### src/hw/cpuPkg.sv
package cpuPkg;

    localparam int dataWidth = 8;    // Data and address width
    localparam int memDepth = 256;   // Words in the unified memory
    localparam int regCount = 4;     // General registers r0..r3

    // Low nibble of IR for the full 4-bit opcodes
    typedef enum logic [3:0] {
        opLoad  = 4'b0000,
        opJ     = 4'b0001,
        opStore = 4'b0010,
        opAdd   = 4'b0100,
        opBnz   = 4'b0101,
        opSub   = 4'b0110,
        opNand  = 4'b1000,
        opBpz   = 4'b1001,
        opBz    = 4'b1010
    } opcodeT;

    // These two only decode IR[2:0]
    localparam logic [2:0] oriCode = 3'b111;
    localparam logic [2:0] shiftCode = 3'b011;

    typedef enum logic [2:0] {
        sIdle   = 3'd0,
        sFetch  = 3'd1,
        sDecode = 3'd2,
        sExec   = 3'd3,
        sWrite  = 3'd4,
        sOriWb  = 3'd5
    } stateT;

    typedef enum logic [2:0] {
        aluAdd  = 3'd0,
        aluSub  = 3'd1,
        aluOr   = 3'd2,
        aluNand = 3'd3,
        aluShl  = 3'd4,
        aluShr  = 3'd5
    } aluOpT;

    // Second ALU operand source
    typedef enum logic [2:0] {
        bRegB   = 3'd0,   // B operand register
        bOne    = 3'd1,   // PC increment
        bOffset = 3'd2,   // Sign-extended IR[7:4]
        bOriImm = 3'd3,   // Zero-extended IR[7:3]
        bShAmt  = 3'd4    // Zero-extended IR[4:3]
    } bSelT;

    // Clock cycles per instruction class including FETCH
    localparam int cycleAlu = 4;
    localparam int cycleLoad = 4;
    localparam int cycleStore = 3;
    localparam int cycleBranch = 3;
    localparam int cycleNop = 3;
    localparam int cycleOri = 5;

endpackage

### src/hw/aluUnit.sv
module aluUnit (
    input  cpuPkg::aluOpT                 aluOp,
    input  logic [cpuPkg::dataWidth-1:0]  a,
    input  logic [cpuPkg::dataWidth-1:0]  b,
    output logic [cpuPkg::dataWidth-1:0]  result,
    output logic                          neg,
    output logic                          zero
);

    always_comb begin
        case (aluOp)
            cpuPkg::aluAdd: begin
                result = a + b;
            end
            cpuPkg::aluSub: begin
                result = a - b;
            end
            cpuPkg::aluOr: begin
                result = a | b;
            end
            cpuPkg::aluNand: begin
                result = ~(a & b);
            end
            cpuPkg::aluShl: begin
                result = a << b;   // Logical, zero fill
            end
            cpuPkg::aluShr: begin
                result = a >> b;
            end
            default: begin
                result = '0;
            end
        endcase
    end

    // Flags come straight off the result
    assign neg = result[cpuPkg::dataWidth-1];
    assign zero = (result == '0);

endmodule

### src/hw/controlFsm.sv
module controlFsm (
    input  logic                          CLOCK_50,
    input  logic                          rstN,
    input  logic                          run,
    input  logic [cpuPkg::dataWidth-1:0]  opcode,
    input  logic                          flagN,
    input  logic                          flagZ,
    output logic                          pcWrite,
    output logic                          addrSel,
    output logic                          irLoad,
    output logic                          mdrLoad,
    output logic                          raSel,
    output logic                          rfWrite,
    output logic                          regIn,
    output logic                          abLoad,
    output logic                          aluASel,
    output logic                          flagWrite,
    output logic                          aluOutLoad,
    output logic                          memWrite,
    output cpuPkg::bSelT                  aluBSel,
    output cpuPkg::aluOpT                 aluOp
);

    cpuPkg::stateT state;
    cpuPkg::stateT nextState;
    cpuPkg::stateT endState;
    cpuPkg::opcodeT op;
    logic isArith;
    logic isShift;
    logic isOri;
    logic isBranch;
    logic branchTaken;

    assign op = cpuPkg::opcodeT'(opcode[3:0]);
    assign isArith = (op == cpuPkg::opAdd) || (op == cpuPkg::opSub) || (op == cpuPkg::opNand);
    assign isShift = (opcode[2:0] == cpuPkg::shiftCode);
    assign isOri = (opcode[2:0] == cpuPkg::oriCode);
    assign isBranch = (op == cpuPkg::opBz) || (op == cpuPkg::opBnz) ||
                      (op == cpuPkg::opBpz) || (op == cpuPkg::opJ);

    // Branch conditions on the stored flags
    always_comb begin
        case (op)
            cpuPkg::opBz:  branchTaken = flagZ;
            cpuPkg::opBnz: branchTaken = !flagZ;
            cpuPkg::opBpz: branchTaken = !flagN;
            default:       branchTaken = 1'b1;   // J
        endcase
    end

    // Drop back to IDLE after an instruction if run went away
    assign endState = run ? cpuPkg::sFetch : cpuPkg::sIdle;

    always_comb begin
        case (state)
            cpuPkg::sIdle:   nextState = run ? cpuPkg::sFetch : cpuPkg::sIdle;
            cpuPkg::sFetch:  nextState = cpuPkg::sDecode;
            cpuPkg::sDecode: nextState = cpuPkg::sExec;
            cpuPkg::sExec: begin
                if (isArith || isShift || isOri || op == cpuPkg::opLoad) begin
                    nextState = cpuPkg::sWrite;
                end else begin
                    nextState = endState;   // STORE, branches, no-ops
                end
            end
            cpuPkg::sWrite:  nextState = isOri ? cpuPkg::sOriWb : endState;
            default:         nextState = endState;
        endcase
    end

    always_ff @(posedge CLOCK_50 or negedge rstN) begin
        if (!rstN) begin
            state <= cpuPkg::sIdle;
        end else begin
            state <= nextState;
        end
    end

    always_comb begin
        pcWrite = 1'b0;
        addrSel = 1'b0;
        irLoad = 1'b0;
        mdrLoad = 1'b0;
        raSel = 1'b0;
        rfWrite = 1'b0;
        regIn = 1'b0;
        abLoad = 1'b0;
        aluASel = 1'b0;
        flagWrite = 1'b0;
        aluOutLoad = 1'b0;
        memWrite = 1'b0;
        aluBSel = cpuPkg::bRegB;
        aluOp = cpuPkg::aluAdd;
        case (state)
            cpuPkg::sFetch: begin
                addrSel = 1'b1;   // IR <- mem[PC]
                irLoad = 1'b1;
                aluBSel = cpuPkg::bOne;   // PC <- PC + 1
                pcWrite = 1'b1;
            end
            cpuPkg::sDecode: begin
                abLoad = 1'b1;
            end
            cpuPkg::sExec: begin
                if (isArith) begin
                    aluASel = 1'b1;
                    aluOutLoad = 1'b1;
                    flagWrite = 1'b1;
                    if (op == cpuPkg::opSub) begin
                        aluOp = cpuPkg::aluSub;
                    end else if (op == cpuPkg::opNand) begin
                        aluOp = cpuPkg::aluNand;
                    end
                end else if (isShift) begin
                    aluASel = 1'b1;
                    aluBSel = cpuPkg::bShAmt;
                    aluOp = opcode[5] ? cpuPkg::aluShl : cpuPkg::aluShr;
                    aluOutLoad = 1'b1;
                    flagWrite = 1'b1;
                end else if (isOri) begin
                    // Reload A with r1
                    raSel = 1'b1;
                    abLoad = 1'b1;
                end else if (op == cpuPkg::opLoad) begin
                    mdrLoad = 1'b1;   // Address comes from B
                end else if (op == cpuPkg::opStore) begin
                    memWrite = 1'b1;
                end else if (isBranch) begin
                    aluBSel = cpuPkg::bOffset;
                    pcWrite = branchTaken;
                end
            end
            cpuPkg::sWrite: begin
                if (isOri) begin
                    aluASel = 1'b1;
                    aluBSel = cpuPkg::bOriImm;
                    aluOp = cpuPkg::aluOr;
                    aluOutLoad = 1'b1;
                    flagWrite = 1'b1;
                end else begin
                    regIn = (op == cpuPkg::opLoad);   // MDR for LOAD, else result
                    rfWrite = 1'b1;
                end
            end
            cpuPkg::sOriWb: begin
                raSel = 1'b1;
                rfWrite = 1'b1;
            end
            default: begin
            end
        endcase
    end

    // Fetch reads memory in the cycle it would otherwise be written
    fetchNoStore: assert property (@(posedge CLOCK_50) disable iff (!rstN)
        !(irLoad && memWrite))
        else $error("instruction fetch overlapped a store");

    idleHold: assert property (@(posedge CLOCK_50) disable iff (!rstN)
        (state == cpuPkg::sIdle && !run) |=> (state == cpuPkg::sIdle))
        else $error("controller left IDLE without run");

endmodule

### src/hw/cpuTop.sv
module cpuTop (
    input  logic                          CLOCK_50,
    input  logic                          rstN,
    input  logic                          run,
    input  logic                          loadEn,
    input  logic [cpuPkg::dataWidth-1:0]  loadAddr,
    input  logic [cpuPkg::dataWidth-1:0]  loadData,
    output logic                          storeStrobe,
    output logic [cpuPkg::dataWidth-1:0]  storeAddr,
    output logic [cpuPkg::dataWidth-1:0]  storeData,
    output logic [cpuPkg::dataWidth-1:0]  pc
);

    logic pcWrite;
    logic addrSel;
    logic irLoad;
    logic mdrLoad;
    logic raSel;
    logic rfWrite;
    logic regIn;
    logic abLoad;
    logic aluASel;
    logic flagWrite;
    logic aluOutLoad;
    logic memWrite;
    logic flagN;
    logic flagZ;
    cpuPkg::bSelT aluBSel;
    cpuPkg::aluOpT aluOp;
    logic [cpuPkg::dataWidth-1:0] opcode;
    logic [cpuPkg::dataWidth-1:0] memAddr;
    logic [cpuPkg::dataWidth-1:0] memWdata;
    logic [cpuPkg::dataWidth-1:0] rdData;

    controlFsm ctrl0 (
        .CLOCK_50   (CLOCK_50),
        .rstN       (rstN),
        .run        (run),
        .opcode     (opcode),
        .flagN      (flagN),
        .flagZ      (flagZ),
        .pcWrite    (pcWrite),
        .addrSel    (addrSel),
        .irLoad     (irLoad),
        .mdrLoad    (mdrLoad),
        .raSel      (raSel),
        .rfWrite    (rfWrite),
        .regIn      (regIn),
        .abLoad     (abLoad),
        .aluASel    (aluASel),
        .flagWrite  (flagWrite),
        .aluOutLoad (aluOutLoad),
        .memWrite   (memWrite),
        .aluBSel    (aluBSel),
        .aluOp      (aluOp)
    );

    dataPath path0 (
        .CLOCK_50   (CLOCK_50),
        .rstN       (rstN),
        .pcWrite    (pcWrite),
        .addrSel    (addrSel),
        .irLoad     (irLoad),
        .mdrLoad    (mdrLoad),
        .raSel      (raSel),
        .rfWrite    (rfWrite),
        .regIn      (regIn),
        .abLoad     (abLoad),
        .aluASel    (aluASel),
        .flagWrite  (flagWrite),
        .aluOutLoad (aluOutLoad),
        .aluBSel    (aluBSel),
        .aluOp      (aluOp),
        .rdData     (rdData),
        .memAddr    (memAddr),
        .memWdata   (memWdata),
        .opcode     (opcode),
        .pc         (pc),
        .flagN      (flagN),
        .flagZ      (flagZ)
    );

    mainMemory mem0 (
        .CLOCK_50 (CLOCK_50),
        .rstN     (rstN),
        .memWrite (memWrite),
        .memAddr  (memAddr),
        .memWdata (memWdata),
        .loadEn   (loadEn),
        .loadAddr (loadAddr),
        .loadData (loadData),
        .rdData   (rdData)
    );

    // Store observation is the memory write port itself
    assign storeStrobe = memWrite;
    assign storeAddr = memAddr;
    assign storeData = memWdata;

endmodule

### src/hw/dataPath.sv
module dataPath (
    input  logic                          CLOCK_50,
    input  logic                          rstN,
    input  logic                          pcWrite,
    input  logic                          addrSel,
    input  logic                          irLoad,
    input  logic                          mdrLoad,
    input  logic                          raSel,
    input  logic                          rfWrite,
    input  logic                          regIn,
    input  logic                          abLoad,
    input  logic                          aluASel,
    input  logic                          flagWrite,
    input  logic                          aluOutLoad,
    input  cpuPkg::bSelT                  aluBSel,
    input  cpuPkg::aluOpT                 aluOp,
    input  logic [cpuPkg::dataWidth-1:0]  rdData,
    output logic [cpuPkg::dataWidth-1:0]  memAddr,
    output logic [cpuPkg::dataWidth-1:0]  memWdata,
    output logic [cpuPkg::dataWidth-1:0]  opcode,
    output logic [cpuPkg::dataWidth-1:0]  pc,
    output logic                          flagN,
    output logic                          flagZ
);

    logic [cpuPkg::dataWidth-1:0] ir;
    logic [cpuPkg::dataWidth-1:0] mdr;
    logic [cpuPkg::dataWidth-1:0] aReg;
    logic [cpuPkg::dataWidth-1:0] bReg;
    logic [cpuPkg::dataWidth-1:0] aluOut;
    logic [cpuPkg::dataWidth-1:0] rfDataA;
    logic [cpuPkg::dataWidth-1:0] rfDataB;
    logic [cpuPkg::dataWidth-1:0] dataW;
    logic [cpuPkg::dataWidth-1:0] aluA;
    logic [cpuPkg::dataWidth-1:0] aluB;
    logic [cpuPkg::dataWidth-1:0] aluResult;
    logic [1:0] rfIndex;
    logic aluNeg;
    logic aluZero;

    assign memAddr = addrSel ? pc : bReg;
    assign memWdata = aReg;   // STORE data is rA
    assign opcode = ir;

    // ORi always works on r1
    assign rfIndex = raSel ? 2'b01 : ir[7:6];
    assign dataW = regIn ? mdr : aluOut;

    regFile regs0 (
        .CLOCK_50 (CLOCK_50),
        .rstN     (rstN),
        .rfWrite  (rfWrite),
        .regA     (rfIndex),
        .regB     (ir[5:4]),
        .regW     (rfIndex),
        .dataW    (dataW),
        .dataA    (rfDataA),
        .dataB    (rfDataB)
    );

    assign aluA = aluASel ? aReg : pc;

    always_comb begin
        case (aluBSel)
            cpuPkg::bOne:    aluB = 8'd1;
            cpuPkg::bOffset: aluB = {{4{ir[7]}}, ir[7:4]};
            cpuPkg::bOriImm: aluB = {3'b000, ir[7:3]};
            cpuPkg::bShAmt:  aluB = {6'b000000, ir[4:3]};
            default:         aluB = bReg;
        endcase
    end

    aluUnit alu0 (
        .aluOp  (aluOp),
        .a      (aluA),
        .b      (aluB),
        .result (aluResult),
        .neg    (aluNeg),
        .zero   (aluZero)
    );

    always_ff @(posedge CLOCK_50 or negedge rstN) begin
        if (!rstN) begin
            pc <= '0;
            ir <= '0;
            mdr <= '0;
            aReg <= '0;
            bReg <= '0;
            aluOut <= '0;
            flagN <= 1'b0;
            flagZ <= 1'b0;
        end else begin
            if (pcWrite) pc <= aluResult;   // Increment or branch target
            if (irLoad) ir <= rdData;
            if (mdrLoad) mdr <= rdData;
            if (abLoad) begin
                aReg <= rfDataA;
                bReg <= rfDataB;
            end
            if (aluOutLoad) aluOut <= aluResult;
            if (flagWrite) begin
                flagN <= aluNeg;
                flagZ <= aluZero;
            end
        end
    end

    // PC and register file are never written in one cycle
    pcVsRf: assert property (@(posedge CLOCK_50) disable iff (!rstN)
        !(pcWrite && rfWrite))
        else $error("PC and register file written together");

endmodule

### src/hw/mainMemory.sv
module mainMemory (
    input  logic                          CLOCK_50,
    input  logic                          rstN,
    input  logic                          memWrite,
    input  logic [cpuPkg::dataWidth-1:0]  memAddr,
    input  logic [cpuPkg::dataWidth-1:0]  memWdata,
    input  logic                          loadEn,
    input  logic [cpuPkg::dataWidth-1:0]  loadAddr,
    input  logic [cpuPkg::dataWidth-1:0]  loadData,
    output logic [cpuPkg::dataWidth-1:0]  rdData
);

    logic [cpuPkg::dataWidth-1:0] mem [cpuPkg::memDepth];

    // Program loader wins over a core store
    always_ff @(posedge CLOCK_50) begin
        if (loadEn) begin
            mem[loadAddr] <= loadData;
        end else if (memWrite) begin
            mem[memAddr] <= memWdata;
        end
    end

    // Asynchronous read so IR and MDR latch in the read cycle
    assign rdData = mem[memAddr];

    // Image loading only happens while the core sits idle
    loadVsStore: assert property (@(posedge CLOCK_50) disable iff (!rstN)
        !(loadEn && memWrite))
        else $error("memory load collided with a core store");

endmodule

### src/hw/regFile.sv
module regFile (
    input  logic                          CLOCK_50,
    input  logic                          rstN,
    input  logic                          rfWrite,
    input  logic [1:0]                    regA,
    input  logic [1:0]                    regB,
    input  logic [1:0]                    regW,
    input  logic [cpuPkg::dataWidth-1:0]  dataW,
    output logic [cpuPkg::dataWidth-1:0]  dataA,
    output logic [cpuPkg::dataWidth-1:0]  dataB
);

    logic [cpuPkg::dataWidth-1:0] regs [cpuPkg::regCount];

    // Single write port
    always_ff @(posedge CLOCK_50 or negedge rstN) begin
        if (!rstN) begin
            for (int i = 0; i < cpuPkg::regCount; i++) begin
                regs[i] <= '0;
            end
        end else if (rfWrite) begin
            regs[regW] <= dataW;
        end
    end

    // Both reads are combinational
    assign dataA = regs[regA];
    assign dataB = regs[regB];

endmodule

### config.mk
export PLATFORM = sky130hd
export DESIGN_NAME = cpuTop
export DESIGN_NICKNAME = d
export VERILOG_FILES = /design/src/hw/cpuPkg.sv /design/src/hw/aluUnit.sv /design/src/hw/controlFsm.sv /design/src/hw/cpuTop.sv /design/src/hw/dataPath.sv /design/src/hw/mainMemory.sv /design/src/hw/regFile.sv
export SDC_FILE = /design/constraint.sdc
export NUM_CORES = 2
export LEC_CHECK = 0
export BUFFER_PORTS_ARGS = -buffer_cell sky130_fd_sc_hd__buf_2
export CORE_MARGIN = 2
export CORE_UTILIZATION = 43
export DETAILED_ROUTE_END_ITERATION = 8
export PLACE_DENSITY_LB_ADDON = 0.25
export SKIP_LAST_GASP = 1
export SLEW_MARGIN = 20
export SYNTH_ARGS = -nofsm -noshare
export SYNTH_HDL_FRONTEND = slang
export SYNTH_HIERARCHICAL = 1
export SYNTH_SLANG_ARGS = --single-unit
### constraint.sdc
create_clock -name CLOCK_50 -period 7.7 [get_ports CLOCK_50]
set_clock_uncertainty 0.2 [all_clocks]
set_input_delay 0.385 -clock CLOCK_50 [delete_from_list [all_inputs] [get_ports CLOCK_50]]
set_output_delay 0.385 -clock CLOCK_50 [all_outputs]
set_load 0.03 [all_outputs]
==> impl_metrics.json <==
{
  "synth_area_leader_cell": "sky130_fd_sc_hd__edfxtp_1",
  "ys_top_cells_by_area": "sky130_fd_sc_hd__edfxtp_1 (72%), sky130_fd_sc_hd__mux4_2 (12%), sky130_fd_sc_hd__dfrtp_1 (2.5%)",
  "post_cts.resized_instances": 0,
  "chipHeight_um": 449,
  "worst_setup_ep_type": "flop",
  "syn_area_mm2": 0.0852,
  "post_synth_and_or_nand_nor_area_fraction_pct": 3.53,
  "cts.clk_slew.worst_paths_ns": 0.06,
  "grt_residual_overflow": 0,
  "rel_slew_slack_pct": 17.3,
  "post_synth_xor_xnor_area_pct": 0.142,
  "synth_top_area_share_pct": 72.2,
  "fmax_ghz": 0.152,
  "htree_levels": 4,
  "post_synth_num_cell_types": 80,
  "finish.net_count": 4454,
  "clkLatencyLatePin_ns": 0.86,
  "first_pass_grt_wire_length_mm": 316,
  "dieWidth_um": 449,
  "asyncSetResetFlopFracSynth_pct": 3.98,
  "final-max-slew-violation-count": 0,
  "worstPathMaxFanout": 16,
  "cts-root-buf": "sky130_fd_sc_hd__clkbuf_16",
  "run_status": "finished, violations left",
  "drt-pass1-iter-count": 6,
  "post-layout-total-power_w": 0.0376,
  "grt_setup_unrepaired": "no",
  "antenna_found_initial": 9,
  "syn-instance-count": 4329,
  "final_min_period_over_clock_period_pct": 85.7,
  "synth_nets": 4360,
  "post_synth_fa_ha_maj_area_fraction_pct": 0.170,
  "ioPinCount": 45,
  "drv.max_cap_violation_count": 0,
  "synth_edf_count": 2048,
  "yosysMostFrequentCell": "sky130_fd_sc_hd__edfxtp_1",
  "worst-endpoint-required_ns": 7.97,
  "count_of_final_hold_check_violations": 28,
  "critical_path_arrival_ns": 6.87,
  "timing.final.setup_violations": 0,
  "ys.warnings.count": 6,
  "core_region_area_mm2": 0.197,
  "min-delay-path-class": "in2async",
  "drive_above_1_share_pct": 22.9,
  "ff2ff_path_depth": 8,
  "final_hold_slack_ns": -0.0348,
  "ys_top_cells_by_count": "sky130_fd_sc_hd__edfxtp_1 (2048), sky130_fd_sc_hd__mux4_2 (466), sky130_fd_sc_hd__nor2_1 (336), sky130_fd_sc_hd__a22oi_1 (139), sky130_fd_sc_hd__mux2i_1 (132)",
  "flow.area_growth_from_synthesis_pct": 11.7,
  "worst_ir_drop_vdd_mv": 0.365,
  "crit_path_start_kind": "flop",
  "vias_per_cell": 5.96,
  "detailed_route_wire_length_per_cell_um": 30.4,
  "post-route-min-period_ns": 6.60,
  "routed_wirelength_mm": 220,
  "initial_utilization_pct": 43.2,
  "synth_top_family_by_area": "multiplexers",
  "dieArea_mm2": 0.202,
  "power.density_mw_per_mm2": 395,
  "worstMarginPinSlew_ns": 1.24,
  "synth-compound-area-share_pct": 4.27,
  "ys_dominant_reg_cell": "sky130_fd_sc_hd__edfxtp_1",
  "dp.final_hpwl_mm": 135,
  "tritoncts_clock_tree": "built",
  "finalSetupTns_ns": 0,
  "leakagePower_nw": 29.3,
  "track_usage_pct": 21.6,
  "final_wtd_congestion": 0.852,
  "synth_seq_cells": 2133,
  "violations_in_the_final_reports": "negative hold slack",
  "synth.mux.area_fraction_pct": 15.4,
  "detail_route.iter0.violations": 5084,
  "clk_path_buf_depth": 3,
  "io_buffer_count": 44,
  "route.detailed.drc": 0,
  "synth.avg_cell_area_um2": 19.7,
  "largest_net_degree_at_the_start_of_global_routing": 201,
  "cts_num_sinks": 2133,
  "criticalPathCategory": "reg2reg",
  "drtAntennaViolNets": 0,
  "routed-via-count": 43142,
  "rows": 163,
  "synth_sequential_area_ratio_pct": 74.6,
  "first_global_vias": 43023,
  "cts_inserted_buffers": 208
}
## layer usage
layer	up-vias	GRT usage [%]	routed length, um
met5	-	0	20
met2	1810	33.6	104000
met1	22948	30.9	92600
met3	310	4.70	17800
met4	2	6.29	5860
li1	18072	-	-
## worst max-delay path: stages, from the launching register on
cell	delay (ns)
sky130_fd_sc_hd__dfrtp_1	0.53
sky130_fd_sc_hd__or3b_1	0.42
sky130_fd_sc_hd__inv_1	0.61
sky130_fd_sc_hd__mux2_2	0.56
sky130_fd_sc_hd__inv_1	0.49
sky130_fd_sc_hd__nand2_1	0.79
sky130_fd_sc_hd__o21ai_0	0.88
sky130_fd_sc_hd__nand2_1	0.75
sky130_fd_sc_hd__nor2_1	0.95
## cells in the final DEF, fill, tap and decap left out, types with 26 or more instances in the layout
cell type and count:
sky130_fd_sc_hd__a211oi_1 33, sky130_fd_sc_hd__a21oi_1 121, sky130_fd_sc_hd__a22o_1 29, sky130_fd_sc_hd__a22oi_1 139, sky130_fd_sc_hd__buf_2 43, sky130_fd_sc_hd__buf_4 86
sky130_fd_sc_hd__clkbuf_1 48, sky130_fd_sc_hd__clkbuf_16 209, sky130_fd_sc_hd__clkinv_1 59, sky130_fd_sc_hd__clkinv_2 30, sky130_fd_sc_hd__dfrtp_1 85, sky130_fd_sc_hd__edfxtp_1 2048
sky130_fd_sc_hd__mux2_2 106, sky130_fd_sc_hd__mux2i_1 132, sky130_fd_sc_hd__mux4_2 466, sky130_fd_sc_hd__nand2_1 98, sky130_fd_sc_hd__nand3_1 34, sky130_fd_sc_hd__nor2_1 329
sky130_fd_sc_hd__nor2b_1 26, sky130_fd_sc_hd__nor3_1 39, sky130_fd_sc_hd__o21ai_0 36, sky130_fd_sc_hd__o221ai_1 32, sky130_fd_sc_hd__o22ai_1 27
## power by group
group          internal (W)  switching [W]
Combinational       0.00580        0.00848
Sequential           0.0130       0.000277
Clock               0.00570        0.00435
Total                0.0245         0.0131
## per-stage QoR
stage / util [%] / cells / area [um2] / setup WS [ns] / hold WS (ns)
after floorplan: - / 4329 / 85200 / 0.875 / -0.111
final: 48.3 / 7238 / 95200 / 1.10 / -0.0348
after global routing: 48.3 / 7238 / 95200 / 0.895 / 0.0199
after global placement: 44.8 / 6849 / 88400 / 1.40 / 0.297
after CTS: 48.3 / 7237 / 95200 / 1.19 / 0.0746
after detailed placement: 44.8 / 6849 / 88400 / 1.24 / 0.304
## logic make-up (layout without fill, tap and decap cells)
family,after synthesis,count (layout)
adders and majority gates,11,11
AOI/OAI and AO/OA,527,527
and+or+nand+nor,653,653
muxes,712,712
other,0,1
xor gates and xnor gates,13,13
DFF,2133,2133
buffers and inverters,280,548
## registers in the layout, indices dropped and copies added, names as in the netlist
register          cells
ctrl0/state           3
mem0/mem           2048
path0/aluOut          8
path0/bReg            8
path0/flagN           1
path0/flagZ           1
path0/mdr             8
path0/memWdata        8
path0/opcode          8
path0/pc              8
path0/regs0/regs     32
## area by class of cell
class                      instances  area (um2)
antenna                            1        2.50
tap                             2640        3300
clock buffer                     257        5410
timing repair buffer             153        1290
multi-input combinational       1916       20200
fill                           16134      102000
sequential                      2133       63600
clock inverter                   127        1280
inverter                          11        41.3
## worst paths after layout
kind	start	end	slack, ns
min reg2reg	path0/aluOut[5]	path0/aluOut[5]	0.32
max reg2reg	ctrl0/state[0]	mem0/mem[171][7]	1.10
min	rstN	path0/memWdata[6]	-0.03
min in group CLOCK_50	loadData[0]	mem0/mem[236][0]	0.11
max	ctrl0/state[0]	mem0/mem[171][7]	1.10
max in group asynchronous	rstN	path0/opcode[0]	6.77
## repair_timing
action,4_1_cts,5_1_grt
endpoints found under the hold margin,129,0
hold buffers,4,0
buffers inserted,0,0
Power figures use the tool's default switching activity.
